<file path="src/common/eeprom_pkg.sv">
`default_nettype none

package eeprom_pkg;

    localparam int N_CHAN = 4;

    // serial controllers in the array, one bit each
    typedef logic [$clog2(N_CHAN)-1:0] chan_t;
    typedef logic [N_CHAN-1:0]         chan_vec_t;

    // 2k x 8 device, bits 10:8 ride in the control byte
    typedef logic [10:0] ee_addr_t;
    typedef logic [7:0]  ee_data_t;

    typedef logic [2:0] bit_cnt_t;     // bit position inside a byte

    localparam logic [3:0] DEV_CODE = 4'b1010;

    typedef enum logic [3:0]
    {
        IDLE,
        WRITE_START,
        CTRL_WRITE,
        ADDR_WRITE,
        DATA_WRITE,
        READ_START,     // repeated start before the read control byte
        CTRL_READ,
        DATA_READ,
        STOP,
        DONE
    } ctrl_state_t;

endpackage

`default_nettype wire

</file>
<file path="src/hdl/eeprom_req_dispatch.sv">
`timescale 1ns/1ns
`default_nettype none

module eeprom_req_dispatch
    import eeprom_pkg::*;
(
    input  wire            CLK,
    input  wire            RESET,
    input  wire            wr,
    input  wire            rd,
    input  wire chan_t     chan,
    input  wire ee_addr_t  addr,
    input  wire ee_data_t  wdata,
    input  wire chan_vec_t busy,
    output chan_vec_t      start_wr,
    output chan_vec_t      start_rd,
    output ee_addr_t       ch_addr [N_CHAN],
    output ee_data_t       ch_wdata [N_CHAN],
    output logic           req_drop
);

    chan_vec_t sel;
    chan_vec_t pend;
    logic      accept;

    assign sel    = chan_vec_t'(1) << chan;
    // a strobe still in flight counts as busy, the controller flag lags it
    assign pend   = busy | start_wr | start_rd;
    assign accept = (wr || rd) && !pend[chan];

    always_ff @(posedge CLK)
    begin
        if (RESET)
        begin
            start_wr <= '0;
            start_rd <= '0;
            req_drop <= 1'b0;
        end
        else
        begin
            start_wr <= (accept && wr) ? sel : '0;
            start_rd <= (accept && !wr) ? sel : '0;   // write wins if both
            req_drop <= (wr || rd) && pend[chan];
        end
    end

    always_ff @(posedge CLK)
    begin
        for (int k = 0; k < N_CHAN; k++)
        begin
            if (accept && sel[k])
            begin
                ch_addr[k]  <= addr;
                ch_wdata[k] <= wdata;
            end
        end
    end

endmodule

`default_nettype wire

</file>
<file path="src/eeprom_ctrl/eeprom_serial_ctrl.sv">
`timescale 1ns/1ns
`default_nettype none

module eeprom_serial_ctrl
    import eeprom_pkg::*;
(
    input  wire           CLK,
    input  wire           RESET,
    input  wire           start_wr,
    input  wire           start_rd,
    input  wire ee_addr_t addr,
    input  wire ee_data_t wdata,
    input  wire           sda_in,
    output logic          scl,
    output logic          sda_oe,
    output logic          busy,
    output logic          done,
    output logic          was_read,
    output ee_data_t      rdata
);

    ctrl_state_t state;
    bit_cnt_t    bit_cnt;
    ee_data_t    sh;         // outgoing byte, msb first
    logic        ph;         // 0 drops scl, 1 moves data and raises scl
    logic        scl_d;
    logic        last_bit;

    assign last_bit = (bit_cnt == 3'd7);

    // scl lags the fsm by half a clock so sda always moves mid-phase
    always_ff @(negedge CLK)
    begin
        if (RESET)
            scl <= 1'b1;
        else
            scl <= scl_d;
    end

    always_ff @(posedge CLK)
    begin
        if (RESET)
        begin
            state    <= IDLE;
            ph       <= 1'b0;
            bit_cnt  <= '0;
            scl_d    <= 1'b1;
            sda_oe   <= 1'b0;
            busy     <= 1'b0;
            done     <= 1'b0;
            was_read <= 1'b0;
        end
        else
        begin
            done <= 1'b0;
            if (done)
                busy <= 1'b0;     // drops the cycle after done

            case (state)
                IDLE:
                begin
                    ph      <= 1'b0;
                    bit_cnt <= '0;
                    if (start_wr || start_rd)
                    begin
                        busy     <= 1'b1;
                        was_read <= start_rd;
                        state    <= WRITE_START;
                    end
                end

                WRITE_START:
                begin
                    sda_oe <= 1'b1;        // start, sda falls while scl high
                    sh     <= {DEV_CODE, addr[10:8], 1'b0};
                    state  <= CTRL_WRITE;
                end

                CTRL_WRITE, ADDR_WRITE, DATA_WRITE, CTRL_READ:
                begin
                    if (!ph)
                    begin
                        scl_d <= 1'b0;
                        ph    <= 1'b1;
                    end
                    else
                    begin
                        sda_oe  <= ~sh[7];     // open drain, a zero pulls low
                        sh      <= {sh[6:0], 1'b0};
                        scl_d   <= 1'b1;
                        ph      <= 1'b0;
                        bit_cnt <= bit_cnt + 1'b1;
                        if (last_bit)
                        begin
                            case (state)
                                CTRL_WRITE:
                                begin
                                    sh    <= addr[7:0];
                                    state <= ADDR_WRITE;
                                end
                                ADDR_WRITE:
                                begin
                                    sh    <= wdata;
                                    state <= was_read ? READ_START : DATA_WRITE;
                                end
                                CTRL_READ:
                                    state <= DATA_READ;
                                default:
                                    state <= STOP;
                            endcase
                        end
                    end
                end

                // bit_cnt doubles as the step count in READ_START and STOP
                READ_START:
                begin
                    bit_cnt <= bit_cnt + 1'b1;
                    case (bit_cnt)
                        3'd0:
                            scl_d <= 1'b0;
                        3'd1:
                        begin
                            sda_oe <= 1'b0;    // release while scl low
                            scl_d  <= 1'b1;
                        end
                        default:
                        begin
                            sda_oe  <= 1'b1;   // repeated start
                            sh      <= {DEV_CODE, addr[10:8], 1'b1};
                            bit_cnt <= '0;
                            state   <= CTRL_READ;
                        end
                    endcase
                end

                DATA_READ:
                begin
                    if (!ph)
                    begin
                        scl_d <= 1'b0;
                        ph    <= 1'b1;
                    end
                    else
                    begin
                        sda_oe  <= 1'b0;
                        rdata   <= {rdata[6:0], sda_in};   // slave bit settled during scl low
                        scl_d   <= 1'b1;
                        ph      <= 1'b0;
                        bit_cnt <= bit_cnt + 1'b1;
                        if (last_bit)
                            state <= STOP;
                    end
                end

                STOP:
                begin
                    bit_cnt <= bit_cnt + 1'b1;
                    case (bit_cnt)
                        3'd0:
                            scl_d <= 1'b0;
                        3'd1:
                        begin
                            sda_oe <= 1'b1;
                            scl_d  <= 1'b1;
                        end
                        default:
                        begin
                            sda_oe  <= 1'b0;   // stop, sda rises while scl high
                            bit_cnt <= '0;
                            state   <= DONE;
                        end
                    endcase
                end

                DONE:
                begin
                    done  <= 1'b1;
                    state <= IDLE;
                end

                default:
                    state <= IDLE;
            endcase
        end
    end

endmodule

`default_nettype wire

</file>
<file path="src/hdl/eeprom_resp_collect.sv">
`timescale 1ns/1ns
`default_nettype none

module eeprom_resp_collect
    import eeprom_pkg::*;
(
    input  wire            CLK,
    input  wire            RESET,
    input  wire chan_vec_t done,
    input  wire chan_vec_t was_read,
    input  wire ee_data_t  rdata [N_CHAN],
    output logic           resp_valid,
    output chan_t          resp_chan,
    output logic           resp_read,
    output ee_data_t       resp_rdata
);

    chan_vec_t pend;
    chan_vec_t rd_flag;
    ee_data_t  rd_byte [N_CHAN];
    chan_t     ptr;          // first channel to look at
    chan_t     idx;
    chan_t     pick;
    logic      found;
    chan_vec_t clr;

    always_comb
    begin
        found = 1'b0;
        pick  = ptr;
        idx   = ptr;
        for (int i = 0; i < N_CHAN; i++)
        begin
            idx = ptr + chan_t'(i);    // wraps with chan_t
            if (!found && pend[idx])
            begin
                found = 1'b1;
                pick  = idx;
            end
        end
    end

    assign clr        = found ? (chan_vec_t'(1) << pick) : '0;
    assign resp_valid = found;
    assign resp_chan  = pick;
    assign resp_read  = rd_flag[pick];
    assign resp_rdata = rd_byte[pick];

    always_ff @(posedge CLK)
    begin
        if (RESET)
        begin
            pend <= '0;
            ptr  <= '0;
        end
        else
        begin
            pend <= (pend & ~clr) | done;
            if (found)
                ptr <= pick + 1'b1;
        end
    end

    always_ff @(posedge CLK)
    begin
        for (int k = 0; k < N_CHAN; k++)
        begin
            if (done[k])
            begin
                rd_byte[k] <= rdata[k];
                rd_flag[k] <= was_read[k];
            end
        end
    end

endmodule

`default_nettype wire

</file>
<file path="src/hdl/eeprom_array_top.sv">
`timescale 1ns/1ns
`default_nettype none

module eeprom_array_top
    import eeprom_pkg::*;
(
    input  wire            CLK,
    input  wire            RESET,
    input  wire            wr,
    input  wire            rd,
    input  wire chan_t     chan,
    input  wire ee_addr_t  addr,
    input  wire ee_data_t  wdata,
    input  wire chan_vec_t sda_in,
    output wire chan_vec_t scl,
    output wire chan_vec_t sda_oe,
    output wire            req_drop,
    output wire            resp_valid,
    output wire chan_t     resp_chan,
    output wire            resp_read,
    output wire ee_data_t  resp_rdata
);

    wire chan_vec_t start_wr;
    wire chan_vec_t start_rd;
    wire chan_vec_t busy;
    wire chan_vec_t done;
    wire chan_vec_t was_read;
    wire ee_addr_t  ch_addr [N_CHAN];
    wire ee_data_t  ch_wdata [N_CHAN];
    wire ee_data_t  rdata [N_CHAN];

    eeprom_req_dispatch i_dispatch (
        .CLK      (CLK),
        .RESET    (RESET),
        .wr       (wr),
        .rd       (rd),
        .chan     (chan),
        .addr     (addr),
        .wdata    (wdata),
        .busy     (busy),
        .start_wr (start_wr),
        .start_rd (start_rd),
        .ch_addr  (ch_addr),
        .ch_wdata (ch_wdata),
        .req_drop (req_drop)
    );

    // one independent two-wire bus per channel
    for (genvar k = 0; k < N_CHAN; k++)
    begin : g_ctrl
        eeprom_serial_ctrl i_ctrl (
            .CLK      (CLK),
            .RESET    (RESET),
            .start_wr (start_wr[k]),
            .start_rd (start_rd[k]),
            .addr     (ch_addr[k]),
            .wdata    (ch_wdata[k]),
            .sda_in   (sda_in[k]),
            .scl      (scl[k]),
            .sda_oe   (sda_oe[k]),
            .busy     (busy[k]),
            .done     (done[k]),
            .was_read (was_read[k]),
            .rdata    (rdata[k])
        );
    end

    eeprom_resp_collect i_collect (
        .CLK        (CLK),
        .RESET      (RESET),
        .done       (done),
        .was_read   (was_read),
        .rdata      (rdata),
        .resp_valid (resp_valid),
        .resp_chan  (resp_chan),
        .resp_read  (resp_read),
        .resp_rdata (resp_rdata)
    );

endmodule

`default_nettype wire

</file>
<file path="config.mk">
export PLATFORM = sky130hd
export DESIGN_NAME = eeprom_array_top
export DESIGN_NICKNAME = d
export VERILOG_FILES = /design/src/common/eeprom_pkg.sv /design/src/hdl/eeprom_req_dispatch.sv /design/src/eeprom_ctrl/eeprom_serial_ctrl.sv /design/src/hdl/eeprom_resp_collect.sv /design/src/hdl/eeprom_array_top.sv
export SDC_FILE = /design/constraint.sdc
export NUM_CORES = 1
export LEC_CHECK = 0
export BUFFER_PORTS_ARGS = -buffer_cell sky130_fd_sc_hd__buf_2
export CAP_MARGIN = 20
export CORE_MARGIN = 2
export CORE_UTILIZATION = 40
export CTS_CLUSTER_DIAMETER = 150
export DETAILED_ROUTE_END_ITERATION = 7
export GPL_TIMING_DRIVEN = 0
export PLACE_DENSITY = 0.61
export SLEW_MARGIN = 20
export SYNTH_ARGS = -nofsm -noshare
export SYNTH_HDL_FRONTEND = slang
export SYNTH_SLANG_ARGS = --single-unit
</file>
<file path="constraint.sdc">
create_clock -name CLK -period 3.81 [get_ports CLK]
set_clock_uncertainty 0.1 [all_clocks]
set_input_delay 0.381 -clock CLK [delete_from_list [all_inputs] [get_ports CLK]]
set_output_delay 0.381 -clock CLK [all_outputs]
set_load 0.02 [all_outputs]
</file>
[Word-level counts from Yosys, hierarchy flattened]
Memories as Yosys holds them, arrays and structs flattened.
Index checks and enable logic that the tools add are counted.
Word-level totals
  register bits after elaboration: 215
  output and inout port bits: 21
  word-level logic and storage cells: 429
  memories kept: 1
  RAM bits: 32
Memories
  i_collect.rd_byte: words 4, bits a word 8, rd ports 1, clocked after memory_dff 0, wr ports 4, line eeprom_resp_collect.sv:20  | ee_data_t rd_byte [N_CHAN];
Operators by class
  shifts and indexed selects: 2
  order comparisons: 6
  bitwise gates (word level): 12
  add/sub/neg operators: 8
  reduce and logical (&&, ||, !) cells: 95
  muxes and demuxes: 156
  eq/ne operators: 88
Operators by type and width (count)
  4-bit two-way mux: 29
  8-bit two-way mux: 12
  4-bit one-hot mux with 6 select lines: 4
  8-bit one-hot mux with 3 select lines: 4
  4-bit by 3-bit == test with 1-bit output (second input constant): 16
  8-bit one-hot mux with 2 select lines: 4
  1-bit two-way mux: 54
  2-bit by 1-bit != test with 1-bit output (second input constant): 24
  4-bit one-hot mux with 3 select lines: 4
  1-bit one-hot mux with 2 select lines: 20
  3-bit one-hot mux with 3 select lines: 4
  4-bit by 2-bit == test with 1-bit output (second input constant): 8
  4-bit == test (second input constant): 8
  2-bit != test (second input constant): 16
  7-bit AND reduction: 4
  3-bit two-way mux: 8
  2-bit AND reduction: 12
  3-bit nonzero test: 8
  1-bit one-hot mux with 5 select lines: 4
  5-bit AND reduction: 4
  5-bit nonzero test: 4
  2-bit OR reduction: 10
  5-bit OR reduction: 4
  2-bit by 3-bit < comparator with 1-bit output (second input constant): 6
  23 further kinds: 96

[Longest topological paths before layout]
  depth in word-level cells: 17
  mapped depth: 8
  mapped depth without buffers: 7

[By module]
A second synthesis with hierarchy kept.
Unflattened totals
  cell total of the unflattened synthesis: 969
  area total of the unflattened synthesis: 11426.0 um^2
By module, submodules not included
  eeprom_serial_ctrl at g_ctrl[0].i_ctrl ...: sequential area each 760.7 um^2, times used 3, cells each 181, area an instance 1761.7 um^2
  eeprom_req_dispatch: sequential area each 2462.4 um^2, times used 1, cells each 119, area an instance 2671.3 um^2
  eeprom_serial_ctrl at g_ctrl[3].i_ctrl: sequential area each 760.7 um^2, times used 1, cells each 177, area an instance 1767.9 um^2
  eeprom_resp_collect: sequential area each 1201.2 um^2, times used 1, cells each 130, area an instance 1701.6 um^2

==> reports/qor.yml <==
synth_top_family_by_area: "simple AND/OR/NAND/NOR gates"
drv_slew: 0
dp.cells: 1292
wirelength_um: 24100
vias_per_cell: 5.419
syn_nets: 946
synth_edf_count: 176
root_buffer: "clkbuf_16"
worst-slew-pin-transition_ns: 0.9194
syn2layout_area_growth_pct: 16.70
met2_usage_pct: 26.81
first_pass_iters: 5
slew_headroom_pct: 38.20
ys_types: 74
end_kind: "register"
die-area_mm2: 0.02769
syn_area_mm2: 0.01055
synth_xor_area_share_pct: 0.4151
grt_max_degree: 17
arrival_ns: 2.24
yosys.area_share.simple_pct: 13.76
stdcell_area_mm2: 0.01231
num-nets-final: 1050
dr_total_vias: 7375
ios: 50
rsz0062_at_grt: "false"
placed_cell_area_mm2: 0.01131
worstPathRequired_ns: 2.31
hold_path.class: "in -> reg"
pwr_density_cell_mw_per_mm2: 610.0
final_cell_mix: "176 x edfxtp_1, 100 x nand2_1, 76 x nor2_1, 71 x dfxtp_1, 62 x buf_2"
rows: 59
grt_pass1_vias: 7041
final_common_cell: "edfxtp_1"
clk_pin_slew_ns: 0.06
synthMuxAreaShare_pct: 3.558
hpwlAfterDp_um: 17220
drt_iter0_markers: 556
power.total_mw: 7.509
finalNonFillerCells: 1361
ys_warn_count: 0
drive_gt1_share_pct: 13.85
fin_ws_ns: 0.06305
synth-seq-cells: 247
die_width_um: 166.4
critPathLaunchType: "input port"
clk_latency_ns: 0.53
route.detailed.drc: 0
path_max_fanout: 10
top_usage_layer: "met2"
io_buffers: 48
status: "finished clean"
routedWlPerCell_um: 17.71
cts_buffers: 27
hold_ws_ns: 0.007594
cts_sinks: 247
cts_tree: "yes"
grt_pass1_wl_um: 38450
hold_viol_final: 0
drtAntennaViolNets: 0
power_leakage_nw: 4.287
async_flop_share_pct: 0
clock_path_buffers: 3
drv_cap: 0
utilization_pct: 47.38
ys_seq_area_share_pct: 63.57
dp_slack_ns: -0.4949
setup_viol: 0
use_met3_pct: 3.194
crit_type: "in -> reg"
antenna_found_initial: 2
fp.dieH_um: 166.4
synth-compound-area-share_pct: 13.00
ys_top_cells_by_area: "edfxtp_1 50%, dfxtp_1 13%, nand2_1 3.6%"
met1_usage_pct: 24.34
synth_area_per_cell_um2: 11.71
ir_drop_mv: 0.4013
htreeDepth: 1
core_area_mm2: 0.02598
setup_tns_ns: 0
grt_usage_pct: 17.31
fill_cells: 2374
synth_top_area_share_pct: 50.10
yosys.area.top_type: "edfxtp_1"
synth_fa_ha_area_share_pct: 1.898
synth_ff_type: "edfxtp_1"
overflow: 0
gp_congestion: 0.8834
initial_core_util_pct: 40.60
synthCells: 901
==> cells in the mapped netlist (4+ instances only) <==
master	n
o21a_1	5
a311oi_1	5
dfxtp_1	71
mux2i_1	33
nor2_1	79
clkbuf_1	26
nor4_1	12
mux2_2	4
inv_1	30
nand3_1	6
a22o_1	8
buf_4	10
or2_2	4
a31oi_1	7
nand2b_1	24
a32oi_1	10
o41ai_1	4
buf_1	8
or3_1	6
ha_1	16
buf_2	11
o22ai_1	5
nor3_1	24
o21ai_0	47
a22oi_1	6
a211o_1	4
nor2b_1	17
nand2_1	100
a21oi_1	61
edfxtp_1	176
nor3b_1	5
a211oi_1	11
==> timing repair <==
item                                   in CTS  in global routing
endpoints found under the hold margin      48                  2
setup buffers                               0                  0
hold buffers                               15                  1
resized for setup                           0                  0
==> sequential cells by signal (all words and copies together) (netlist names), 12 cells and up <==
| signal | flops |
|---|---|
| i_collect.rd_byte | 32 |
| i_dispatch.ch_addr | 44 |
| g_ctrl.i_ctrl.rdata | 32 |
| i_dispatch.ch_wdata | 32 |
| g_ctrl.i_ctrl.state | 16 |
| g_ctrl.i_ctrl.sh | 32 |
| g_ctrl.i_ctrl.bit_cnt | 12 |
==> kinds of logic (layout without fill, tap and decap cells) <==
| family | Yosys count | after routing |
|---|---|---|
| buffers and inverters | 89 | 213 |
| flip-flops | 247 | 247 |
| multiplexers | 37 | 37 |
| AND/OR/NAND/NOR | 300 | 300 |
| other | 0 | 1 |
| XOR/XNOR | 5 | 5 |
| adder cells (fa/ha/maj) | 16 | 16 |
| AO/OA/AOI/OAI | 207 | 207 |
==> power by group <==
| part | switching [mW] | total, mW | leakage [nW] | internal (mW) |
|---|---|---|---|---|
| Sequential | 0.125 | 3.26 | 2.18 | 3.14 |
| Clock | 1.02 | 2.45 | 0.426 | 1.44 |
| Combinational | 1.13 | 1.80 | 1.69 | 0.667 |
| Total | 2.27 | 7.51 | 4.29 | 5.24 |
==> metal layers <==
layer,vias up,share of wire (%)
met4,2,3.4
met3,48,5.9
li1,3548,-
met2,244,45
met1,3533,46
met5,-,0.054
==> final cells by class <==
cell class	instances	area, um2	share of cell area, %
clock inverter	20	140.1	1.138
clock buffer	33	698.2	5.671
tap	335	419.2	3.405
inverter	31	116.4	0.9452
sequential	247	6706	54.48
timing repair buffer	72	467.9	3.801
multi-input combinational	565	3480	28.26
buffer	57	280.3	2.277
antenna	1	2.502	0.02033
==> critical path, cell delays in order <==
cell	delay [ns]
clkbuf_1	0.39
clkbuf_1	0.58
clkbuf_1	0.63
or2_2	0.25
==> final timing paths <==
check | startpoint | endpoint | slack [ns] | cells past startpoint
worst min-delay path | wdata[4] | i_dispatch.ch_wdata[28]$_DFFE_PP_ | 0.008 | 1
worst max register to register | i_dispatch.start_rd[2]$_SDFF_PP0_ | i_dispatch.ch_wdata[28]$_DFFE_PP_ | 1.06 | 7
worst min register to register | g_ctrl[0].i_ctrl.rdata[7]$_DFFE_PP_ | i_collect.rd_byte[0][7]$_DFFE_PP_ | 0.32 | 0
worst max-delay path | RESET | g_ctrl[1].i_ctrl.scl$_SDFF_NP1_ | 0.06 | 4
Note: power is estimated with default switching activity, not from simulation.
